==> config.mk <==
export PLATFORM = sky130hd
export DESIGN_NAME = control_unit
export DESIGN_NICKNAME = d
export VERILOG_FILES = /design/src/isa_pkg.sv /design/src/ctrl_pkg.sv /design/src/instr_decoder.sv /design/src/ctrl_sequencer.sv /design/src/ctrl_word_gen.sv /design/src/control_unit.sv
export VERILOG_INCLUDE_DIRS = /design/src /design/src/src
export SDC_FILE = /design/constraint.sdc
export NUM_CORES = 1
export LEC_CHECK = 0
export ABC_AREA = 0
export BUFFER_PORTS_ARGS = -buffer_cell sky130_fd_sc_hd__clkbuf_2
export CAP_MARGIN = 5
export CORE_MARGIN = 4
export CORE_UTILIZATION = 49
export DETAILED_ROUTE_END_ITERATION = 16
export PLACE_DENSITY = 0.84
export SYNTH_ARGS = -nofsm -noshare
export SYNTH_HDL_FRONTEND = slang
export SYNTH_SLANG_ARGS = --single-unit
==> constraint.sdc <==
create_clock -name clk -period 3.1 [get_ports clk]
set_input_delay 0.465 -clock clk [delete_from_list [all_inputs] [get_ports clk]]
set_output_delay 0.465 -clock clk [all_outputs]
set_load 0.005 [all_outputs]
==> src/ctrl_cfg.svh <==
`ifndef CTRL_CFG_SVH
`define CTRL_CFG_SVH

// Cycles an address is held before memory data is valid
`define CTRL_MEM_WAIT 3

// Wait counter width that holds CTRL_MEM_WAIT - 1
`define CTRL_WAIT_W 2

`endif

==> src/isa_pkg.sv <==
package isa_pkg;

        typedef logic [5:0] opcode_t;
        typedef logic [5:0] funct_t;

        // Opcodes in MIPS numbering
        localparam opcode_t OP_RTYPE = 6'd0;
        localparam opcode_t OP_J     = 6'd2;
        localparam opcode_t OP_JAL   = 6'd3;
        localparam opcode_t OP_BEQ   = 6'd4;
        localparam opcode_t OP_BNE   = 6'd5;
        localparam opcode_t OP_LW    = 6'd35;
        localparam opcode_t OP_SW    = 6'd43;

        // R-type function field
        localparam funct_t FN_BREAK = 6'd13;
        localparam funct_t FN_ADD   = 6'd32;
        localparam funct_t FN_SUB   = 6'd34;
        localparam funct_t FN_AND   = 6'd36;

        // Fields of the instruction register the unit looks at
        typedef struct packed {
                opcode_t op;
                funct_t  funct;
        } instr_fields_t;

        typedef enum logic [3:0] {
                CLS_ADD,
                CLS_SUB,
                CLS_AND,
                CLS_BEQ,
                CLS_BNE,
                CLS_J,
                CLS_JAL,
                CLS_LW,
                CLS_SW,
                CLS_BRK,
                CLS_ILLEGAL             // Unknown opcode or funct
        } instr_class_e;

endpackage

==> src/ctrl_pkg.sv <==
package ctrl_pkg;

        typedef enum logic [4:0] {
                ST_FETCH,
                ST_IR_LOAD,
                ST_DECODE,
                ST_ALU_EXEC,
                ST_ALU_WB,
                ST_BR_CMP,
                ST_BR_TAKE,
                ST_LINK,
                ST_JUMP,
                ST_MEM_ADDR,
                ST_MEM_WAIT,
                ST_LOAD_WB,
                ST_STORE,
                ST_EXC_SAVE,
                ST_EXC_VECTOR,
                ST_EXC_JUMP,
                ST_HALT
        } ctrl_state_e;

        typedef enum logic [1:0] {
                PC_SRC_ALU_RESULT,
                PC_SRC_ALU_OUT,
                PC_SRC_JUMP_TARGET,
                PC_SRC_MEM_VECTOR       // Exception vector from memory register
        } pc_src_e;

        typedef enum logic {
                A_SRC_PC,
                A_SRC_REG_A
        } alu_src_a_e;

        typedef enum logic [1:0] {
                B_SRC_REG_B,
                B_SRC_CONST_4,
                B_SRC_OFFSET,
                B_SRC_BRANCH_OFFSET     // Offset shifted left by 2
        } alu_src_b_e;

        typedef enum logic [1:0] {
                ALU_ADD,
                ALU_SUB,
                ALU_AND
        } alu_op_e;

        typedef enum logic [1:0] {
                IORD_PC,
                IORD_ALU_OUT,
                IORD_VEC_ILLEGAL,
                IORD_VEC_OVERFLOW
        } iord_e;

        typedef enum logic [1:0] {
                DST_RT,
                DST_RD,
                DST_RA
        } reg_dst_e;

        typedef enum logic [1:0] {
                DATA_ALU_OUT,
                DATA_MEM,
                DATA_PC
        } reg_data_e;

        typedef struct packed {
                logic overflow;
                logic equal;
        } alu_flags_t;

        typedef struct packed {
                pc_src_e    pc_src;
                alu_src_a_e alu_src_a;
                alu_src_b_e alu_src_b;
                alu_op_e    alu_op;
                iord_e      iord;
                reg_dst_e   reg_dst;
                reg_data_e  reg_data;
        } mux_sel_t;

        typedef struct packed {
                logic wr;               // Memory write
                logic ir_write;
                logic pc_write;
                logic bank_write;
                logic epc_write;
                logic a_write;
                logic b_write;
                logic alu_out_write;
                logic mem_reg_write;
        } write_en_t;

        typedef struct packed {
                mux_sel_t  sel;
                write_en_t wen;
        } ctrl_word_t;

endpackage

==> src/instr_decoder.sv <==
module instr_decoder (
        input  isa_pkg::instr_fields_t instr,
        output isa_pkg::instr_class_e  iclass
);
        import isa_pkg::*;

        always_comb begin
                iclass = CLS_ILLEGAL;
                case (instr.op)
                        OP_RTYPE: begin
                                case (instr.funct)
                                        FN_ADD:   iclass = CLS_ADD;
                                        FN_SUB:   iclass = CLS_SUB;
                                        FN_AND:   iclass = CLS_AND;
                                        FN_BREAK: iclass = CLS_BRK;
                                        default:  iclass = CLS_ILLEGAL;
                                endcase
                        end
                        OP_BEQ:  iclass = CLS_BEQ;
                        OP_BNE:  iclass = CLS_BNE;
                        OP_J:    iclass = CLS_J;
                        OP_JAL:  iclass = CLS_JAL;
                        OP_LW:   iclass = CLS_LW;
                        OP_SW:   iclass = CLS_SW;
                        default: iclass = CLS_ILLEGAL;   // Raises the opcode exception
                endcase
        end

endmodule

==> src/ctrl_sequencer.sv <==
`include "ctrl_cfg.svh"

module ctrl_sequencer (
        input  logic                   clk,
        input  logic                   reset,
        input  isa_pkg::instr_class_e  iclass,
        input  ctrl_pkg::alu_flags_t   flags,
        output ctrl_pkg::ctrl_state_e  next_state,
        output logic                   exc_cause,
        output logic                   last_wait,
        output ctrl_pkg::alu_op_e      exec_op
);
        import isa_pkg::*;
        import ctrl_pkg::*;

        localparam logic [`CTRL_WAIT_W-1:0] WAIT_LAST = (`CTRL_WAIT_W)'(`CTRL_MEM_WAIT - 1);

        ctrl_state_e              state;
        instr_class_e             cls_q;        // Class held after decode
        logic [`CTRL_WAIT_W-1:0]  wait_cnt;
        logic [`CTRL_WAIT_W-1:0]  wait_cnt_nxt;
        logic                     cause_q;      // Set for overflow and clear for unknown opcode
        logic                     in_wait;
        logic                     wait_done;
        logic                     taken;

        assign in_wait = (state == ST_FETCH) || (state == ST_MEM_WAIT) ||
                         (state == ST_EXC_VECTOR);
        assign wait_done = (wait_cnt == WAIT_LAST);
        assign taken = (cls_q == CLS_BNE) ? !flags.equal : flags.equal;

        always_comb begin
                next_state = state;
                case (state)
                        ST_FETCH:   if (wait_done) next_state = ST_IR_LOAD;
                        ST_IR_LOAD: next_state = ST_DECODE;
                        ST_DECODE: begin
                                case (iclass)
                                        CLS_ADD, CLS_SUB, CLS_AND: next_state = ST_ALU_EXEC;
                                        CLS_BEQ, CLS_BNE:          next_state = ST_BR_CMP;
                                        CLS_J:                     next_state = ST_JUMP;
                                        CLS_JAL:                   next_state = ST_LINK;
                                        CLS_LW, CLS_SW:            next_state = ST_MEM_ADDR;
                                        CLS_BRK:                   next_state = ST_HALT;
                                        default:                   next_state = ST_EXC_SAVE;
                                endcase
                        end
                        ST_ALU_EXEC: begin
                                // And never traps on overflow
                                if (flags.overflow && cls_q != CLS_AND)
                                        next_state = ST_EXC_SAVE;
                                else
                                        next_state = ST_ALU_WB;
                        end
                        ST_BR_CMP:  next_state = taken ? ST_BR_TAKE : ST_FETCH;
                        ST_LINK:    next_state = ST_JUMP;
                        ST_MEM_ADDR: next_state = (cls_q == CLS_SW) ? ST_STORE : ST_MEM_WAIT;
                        ST_MEM_WAIT: if (wait_done) next_state = ST_LOAD_WB;
                        ST_EXC_SAVE: next_state = ST_EXC_VECTOR;
                        ST_EXC_VECTOR: if (wait_done) next_state = ST_EXC_JUMP;
                        ST_HALT:    next_state = ST_HALT;       // Left only by reset
                        default:    next_state = ST_FETCH;
                endcase
        end

        // Counter restarts on every entry into a wait state
        always_comb begin
                wait_cnt_nxt = '0;
                if (in_wait && next_state == state)
                        wait_cnt_nxt = wait_cnt + 1'b1;
        end

        assign last_wait = (wait_cnt_nxt == WAIT_LAST);
        assign exc_cause = cause_q;

        // Only looked at when decode dispatches to alu_exec
        always_comb begin
                case (iclass)
                        CLS_SUB: exec_op = ALU_SUB;
                        CLS_AND: exec_op = ALU_AND;
                        default: exec_op = ALU_ADD;
                endcase
        end

        always_ff @(posedge clk) begin
                if (reset) begin
                        state <= ST_FETCH;
                        wait_cnt <= '0;
                        cls_q <= CLS_ILLEGAL;
                        cause_q <= 1'b0;
                end else begin
                        state <= next_state;
                        wait_cnt <= wait_cnt_nxt;
                        if (state == ST_DECODE)
                                cls_q <= iclass;
                        if (next_state == ST_EXC_SAVE)
                                cause_q <= (state == ST_ALU_EXEC);
                end
        end

endmodule

==> src/ctrl_word_gen.sv <==
module ctrl_word_gen (
        input  logic                  clk,
        input  logic                  reset,
        input  ctrl_pkg::ctrl_state_e next_state,
        input  logic                  exc_cause,
        input  logic                  last_wait,
        input  ctrl_pkg::alu_op_e     exec_op,
        output ctrl_pkg::ctrl_word_t  ctrl
);
        import ctrl_pkg::*;

        // PC + 4 on the ALU while the instruction is read
        localparam mux_sel_t FETCH_SEL = '{
                pc_src:    PC_SRC_ALU_RESULT,
                alu_src_a: A_SRC_PC,
                alu_src_b: B_SRC_CONST_4,
                alu_op:    ALU_ADD,
                iord:      IORD_PC,
                reg_dst:   DST_RT,
                reg_data:  DATA_ALU_OUT
        };

        ctrl_word_t word_nxt;

        always_comb begin
                word_nxt.sel = FETCH_SEL;
                word_nxt.wen = '0;
                case (next_state)
                        ST_IR_LOAD: begin
                                word_nxt.wen.ir_write = 1'b1;
                                word_nxt.wen.pc_write = 1'b1;
                        end
                        ST_DECODE: begin
                                word_nxt.sel.alu_src_b = B_SRC_BRANCH_OFFSET; // Branch target early
                                word_nxt.wen.a_write = 1'b1;
                                word_nxt.wen.b_write = 1'b1;
                                word_nxt.wen.alu_out_write = 1'b1;
                        end
                        ST_ALU_EXEC: begin
                                word_nxt.sel.alu_src_a = A_SRC_REG_A;
                                word_nxt.sel.alu_src_b = B_SRC_REG_B;
                                word_nxt.sel.alu_op = exec_op;
                                word_nxt.wen.alu_out_write = 1'b1;
                        end
                        ST_ALU_WB: begin
                                word_nxt.sel.reg_dst = DST_RD;
                                word_nxt.wen.bank_write = 1'b1;
                        end
                        ST_BR_CMP: begin
                                word_nxt.sel.alu_src_a = A_SRC_REG_A;
                                word_nxt.sel.alu_src_b = B_SRC_REG_B;
                                word_nxt.sel.alu_op = ALU_SUB;
                        end
                        ST_BR_TAKE: begin
                                word_nxt.sel.pc_src = PC_SRC_ALU_OUT;
                                word_nxt.wen.pc_write = 1'b1;
                        end
                        ST_LINK: begin
                                word_nxt.sel.reg_dst = DST_RA;
                                word_nxt.sel.reg_data = DATA_PC;
                                word_nxt.wen.bank_write = 1'b1;
                        end
                        ST_JUMP: begin
                                word_nxt.sel.pc_src = PC_SRC_JUMP_TARGET;
                                word_nxt.wen.pc_write = 1'b1;
                        end
                        ST_MEM_ADDR: begin
                                word_nxt.sel.alu_src_a = A_SRC_REG_A;
                                word_nxt.sel.alu_src_b = B_SRC_OFFSET;
                                word_nxt.wen.alu_out_write = 1'b1;
                        end
                        ST_MEM_WAIT: begin
                                word_nxt.sel.iord = IORD_ALU_OUT;
                                word_nxt.wen.mem_reg_write = last_wait;
                        end
                        ST_LOAD_WB: begin
                                word_nxt.sel.reg_data = DATA_MEM;
                                word_nxt.wen.bank_write = 1'b1;
                        end
                        ST_STORE: begin
                                word_nxt.sel.iord = IORD_ALU_OUT;
                                word_nxt.wen.wr = 1'b1;
                        end
                        ST_EXC_SAVE: begin
                                word_nxt.sel.alu_op = ALU_SUB;      // PC - 4 into EPC
                                word_nxt.wen.epc_write = 1'b1;
                        end
                        ST_EXC_VECTOR: begin
                                word_nxt.sel.iord = exc_cause ? IORD_VEC_OVERFLOW : IORD_VEC_ILLEGAL;
                                word_nxt.wen.mem_reg_write = last_wait;
                        end
                        ST_EXC_JUMP: begin
                                word_nxt.sel.pc_src = PC_SRC_MEM_VECTOR;
                                word_nxt.wen.pc_write = 1'b1;
                        end
                        default: ;      // Fetch and halt
                endcase
        end

        always_ff @(posedge clk) begin
                if (reset)
                        ctrl <= '{sel: FETCH_SEL, wen: '0};
                else
                        ctrl <= word_nxt;
        end

endmodule

==> src/control_unit.sv <==
module control_unit (
        input  logic                   clk,
        input  logic                   reset,
        input  isa_pkg::instr_fields_t instr,
        input  ctrl_pkg::alu_flags_t   flags,
        output ctrl_pkg::ctrl_word_t   ctrl
);
        import isa_pkg::*;
        import ctrl_pkg::*;

        instr_class_e iclass;
        ctrl_state_e  next_state;
        logic         exc_cause;
        logic         last_wait;
        alu_op_e      exec_op;

        instr_decoder u_decoder (
                .instr  (instr),
                .iclass (iclass)
        );

        ctrl_sequencer u_sequencer (
                .clk        (clk),
                .reset      (reset),
                .iclass     (iclass),
                .flags      (flags),
                .next_state (next_state),
                .exc_cause  (exc_cause),
                .last_wait  (last_wait),
                .exec_op    (exec_op)
        );

        // Word is registered alongside the state
        ctrl_word_gen u_word_gen (
                .clk        (clk),
                .reset      (reset),
                .next_state (next_state),
                .exc_cause  (exc_cause),
                .last_wait  (last_wait),
                .exec_op    (exec_op),
                .ctrl       (ctrl)
        );

endmodule

==> flow_metrics.py <==
metrics = {
    "setup_path": {
        "critPathArrivalTime_ns": 2.83,
        "crit_type": "in -> reg",
        "cp.required_ns": 3.35,
        "critPathMaxFanout": 17,
        "startpoint_type": "primary input",
        "rrSetupSlack_ns": 0.63,
        "crit_path_end_kind": "register",
    },
    "timing": {
        "finalSetupViolCount": 0,
        "period_share": 0.835,
        "clock_skew_ns": 0.00243,
        "rsz0062_at_grt": "no",
        "slew_viol_final": 0,
        "hold_violations": 0,
        "finalCriticalPeriod_ns": 2.59,
        "fmax_mhz": 386,
        "fin_tns_setup_ns": 0,
        "worstMarginPinSlew_ns": 0.637,
        "relSlewSlack": 0.572,
    },
    "clock_network": {
        "cts.sinks": 32,
        "ctsHtreeMaxLevel": 2,
        "ctsResizeCount": 0,
        "cts_tree": "yes",
        "insertion_delay_ns": 0.34,
        "clk_path_buf_depth": 2,
        "path_clk_slew_ns": 0.10,
        "root_buffer": "clkbuf_4",
        "cts_setup_buffers": 0,
        "hold_buffers": 0,
        "cts_buffers": 5,
    },
    "synth": {
        "synth_nets": 228,
        "synthTopCellsByCount": "nor2_1, dfxtp_1, nand2_1",
        "synth-seq-cells": 32,
        "synth_async_sr_flop_share": 0,
        "syn_avg_cell_area_um2": 8.46,
        "netlist_instances": 211,
        "yosysTopAreaCellShare": 0.359,
        "synth_top_cell_by_area": "dfxtp_1",
        "synth_cell_type_count": 61,
        "synth-edff-count": 0,
        "yosys_warnings": 0,
        "yosysMostFrequentCell": "nor2_1",
        "synthFlopType": "dfxtp_1",
        "synth.area.top_cells": "dfxtp_1, nor2_1, nand2_1",
        "synth-seq-area-share": 0.359,
        "synth_area_um2": 1780,
    },
    "finish": {
        "n_antenna_cell": 0,
        "syn_to_final_growth_pct": 14.9,
        "fillers": 316,
        "nets": 262,
        "drive_above_1_share": 0.264,
        "final_util": 0.600,
    },
    "placement": {
        "portBuffers": 37,
        "dpl.hpwl_um": 3070,
        "place_congestion": 0.909,
    },
    "global_routing": {
        "overflow": 0,
        "grt_pass1_vias": 1501,
        "antenna_found_initial": 0,
        "track_usage": 0.199,
        "grt_max_degree": 18,
        "grt_pass1_wl_um": 6880,
    },
    "power_and_ir_drop": {
        "power_mw": 1.14,
        "powerDensity_nw_per_um2": 558,
        "ir_drop_v": 0.000494,
        "total_leakage_power_nw": 0.855,
    },
    "die": {
        "start_util": 0.522,
        "dieArea_um2": 4670,
        "die_height_um": 68.3,
        "core.rowCount": 21,
        "coreArea_um2": 3420,
        "pin_count": 38,
        "die_x_um": 68.3,
    },
    "flow_run": {
        "maxCapViolations": 0,
    },
    "detailed_routing": {
        "vias": 1658,
        "antenna_left": 0,
        "drc": 0,
        "firstDrtPassIters": 4,
        "viasPerCell": 5.68,
        "routedWlPerCell_um": 14.0,
        "wl_um": 4080,
        "drt_iter0_drc": 89,
    },
    "min_path": {
        "hp-class": "reg -> reg",
    },
    "status": {
        "status": "finished, final reports clean",
    },
}
layout by cell type, fill, tap and decap left out, types with 2 or more instances in the layout:
| master | n |
|---|---|
| nand2b_1 | 4 |
| clkbuf_4 | 5 |
| a21oi_1 | 7 |
| o31ai_1 | 4 |
| nor2_1 | 34 |
| o21ai_0 | 5 |
| nor3_2 | 2 |
| clkbuf_2 | 37 |
| nand2_1 | 11 |
| o211ai_1 | 3 |
| nor4b_1 | 3 |
| or2_1 | 2 |
| nor4b_2 | 2 |
| nand4b_1 | 3 |
| and3b_1 | 2 |
| or4_4 | 2 |
| nor3_1 | 8 |
| o21a_1 | 3 |
| and2_1 | 3 |
| a31oi_1 | 3 |
| nand3_1 | 5 |
| or3_1 | 5 |
| inv_1 | 6 |
| dfxtp_1 | 32 |
| nor2b_1 | 4 |
| xnor2_1 | 3 |
| or2_2 | 2 |
| nor4_1 | 4 |
| nand4_1 | 2 |
| nor3b_1 | 3 |
| and4b_1 | 3 |
| buf_4 | 3 |
routing by layer:
metal / GRT usage / vias to the layer above / share of wire
li1: - / 841 / -
met1: 0.255 / 755 / 0.45
met2: 0.319 / 53 / 0.47
met3: 0.0493 / 9 / 0.059
met4: 0.0794 / 0 / 0.020
met5: 0 / - / 0
final timing paths:
path	startpoint	to	depth (start not counted)
setup / recovery	instr[6]	u_word_gen.ctrl[13]	8
hold / removal	u_sequencer.wait_cnt[0]	u_sequencer.wait_cnt[0]	1
setup reg to reg	u_sequencer.state[1]	u_word_gen.ctrl[0]	8
hold reg to reg	u_sequencer.wait_cnt[0]	u_sequencer.wait_cnt[0]	1
cells by family after synthesis:
kind of cell / Yosys count / share of synthesized area
AND/OR/NAND/NOR: 109 / 0.360
AO/OA/AOI/OAI: 45 / 0.191
flip-flops: 32 / 0.359
buffers and inverters: 19 / 0.0568
XOR/XNOR: 4 / 0.0196
multiplexers: 1 / 0.00561
adder cells (fa/ha/maj): 1 / 0.00701
worst max-delay path, cell delays in order:
cell	delay (ns)
clkbuf_2	0.17
or4_4	0.57
nor3_2	0.15
a22o_2	0.21
nor4_2	0.07
o31ai_4	0.59
o21ai_0	0.32
o211a_1	0.28
final cells by class:
cell class	count	area, um2	share of cell area
Clock buffer	5	37.5	0.0183
Clock inverter	3	42.5	0.0207
Inverter	6	22.5	0.0110
Multi-Input combinational cell	160	1040	0.508
Sequential cell	32	641	0.312
Tap cell	46	57.6	0.0281
Timing Repair Buffer	40	208	0.101
flip-flops by register name (all words and copies together) (netlist names):
| register | count |
|---|---|
| u_word_gen.ctrl | 20 |
| u_sequencer.state | 5 |
| u_sequencer.cls_q | 4 |
| u_sequencer.wait_cnt | 2 |
| u_sequencer.exc_cause | 1 |
per-stage QoR:
step           setup slack, ns  cell area [um2]  cells  hold WS (ns)
2_1_floorplan            0.668             1780    211         0.392
3_3_place_gp             0.299             1970    284         0.400
3_5_place_dp             0.199             1970    284         0.406
4_1_cts                  0.538             2050    292         0.420
5_1_grt                  0.367             2050    292         0.440
6_report                 0.511             2050    292         0.415
power by group:
part	internal, mW	leakage (nW)	total, mW	switching (mW)
registers	0.454	0.259	0.483	0.0289
clock network	0.168	0.0412	0.320	0.152
logic	0.138	0.555	0.342	0.204
total	0.760	0.855	1.14	0.385
Note: power is estimated with default switching activity, not from simulation.
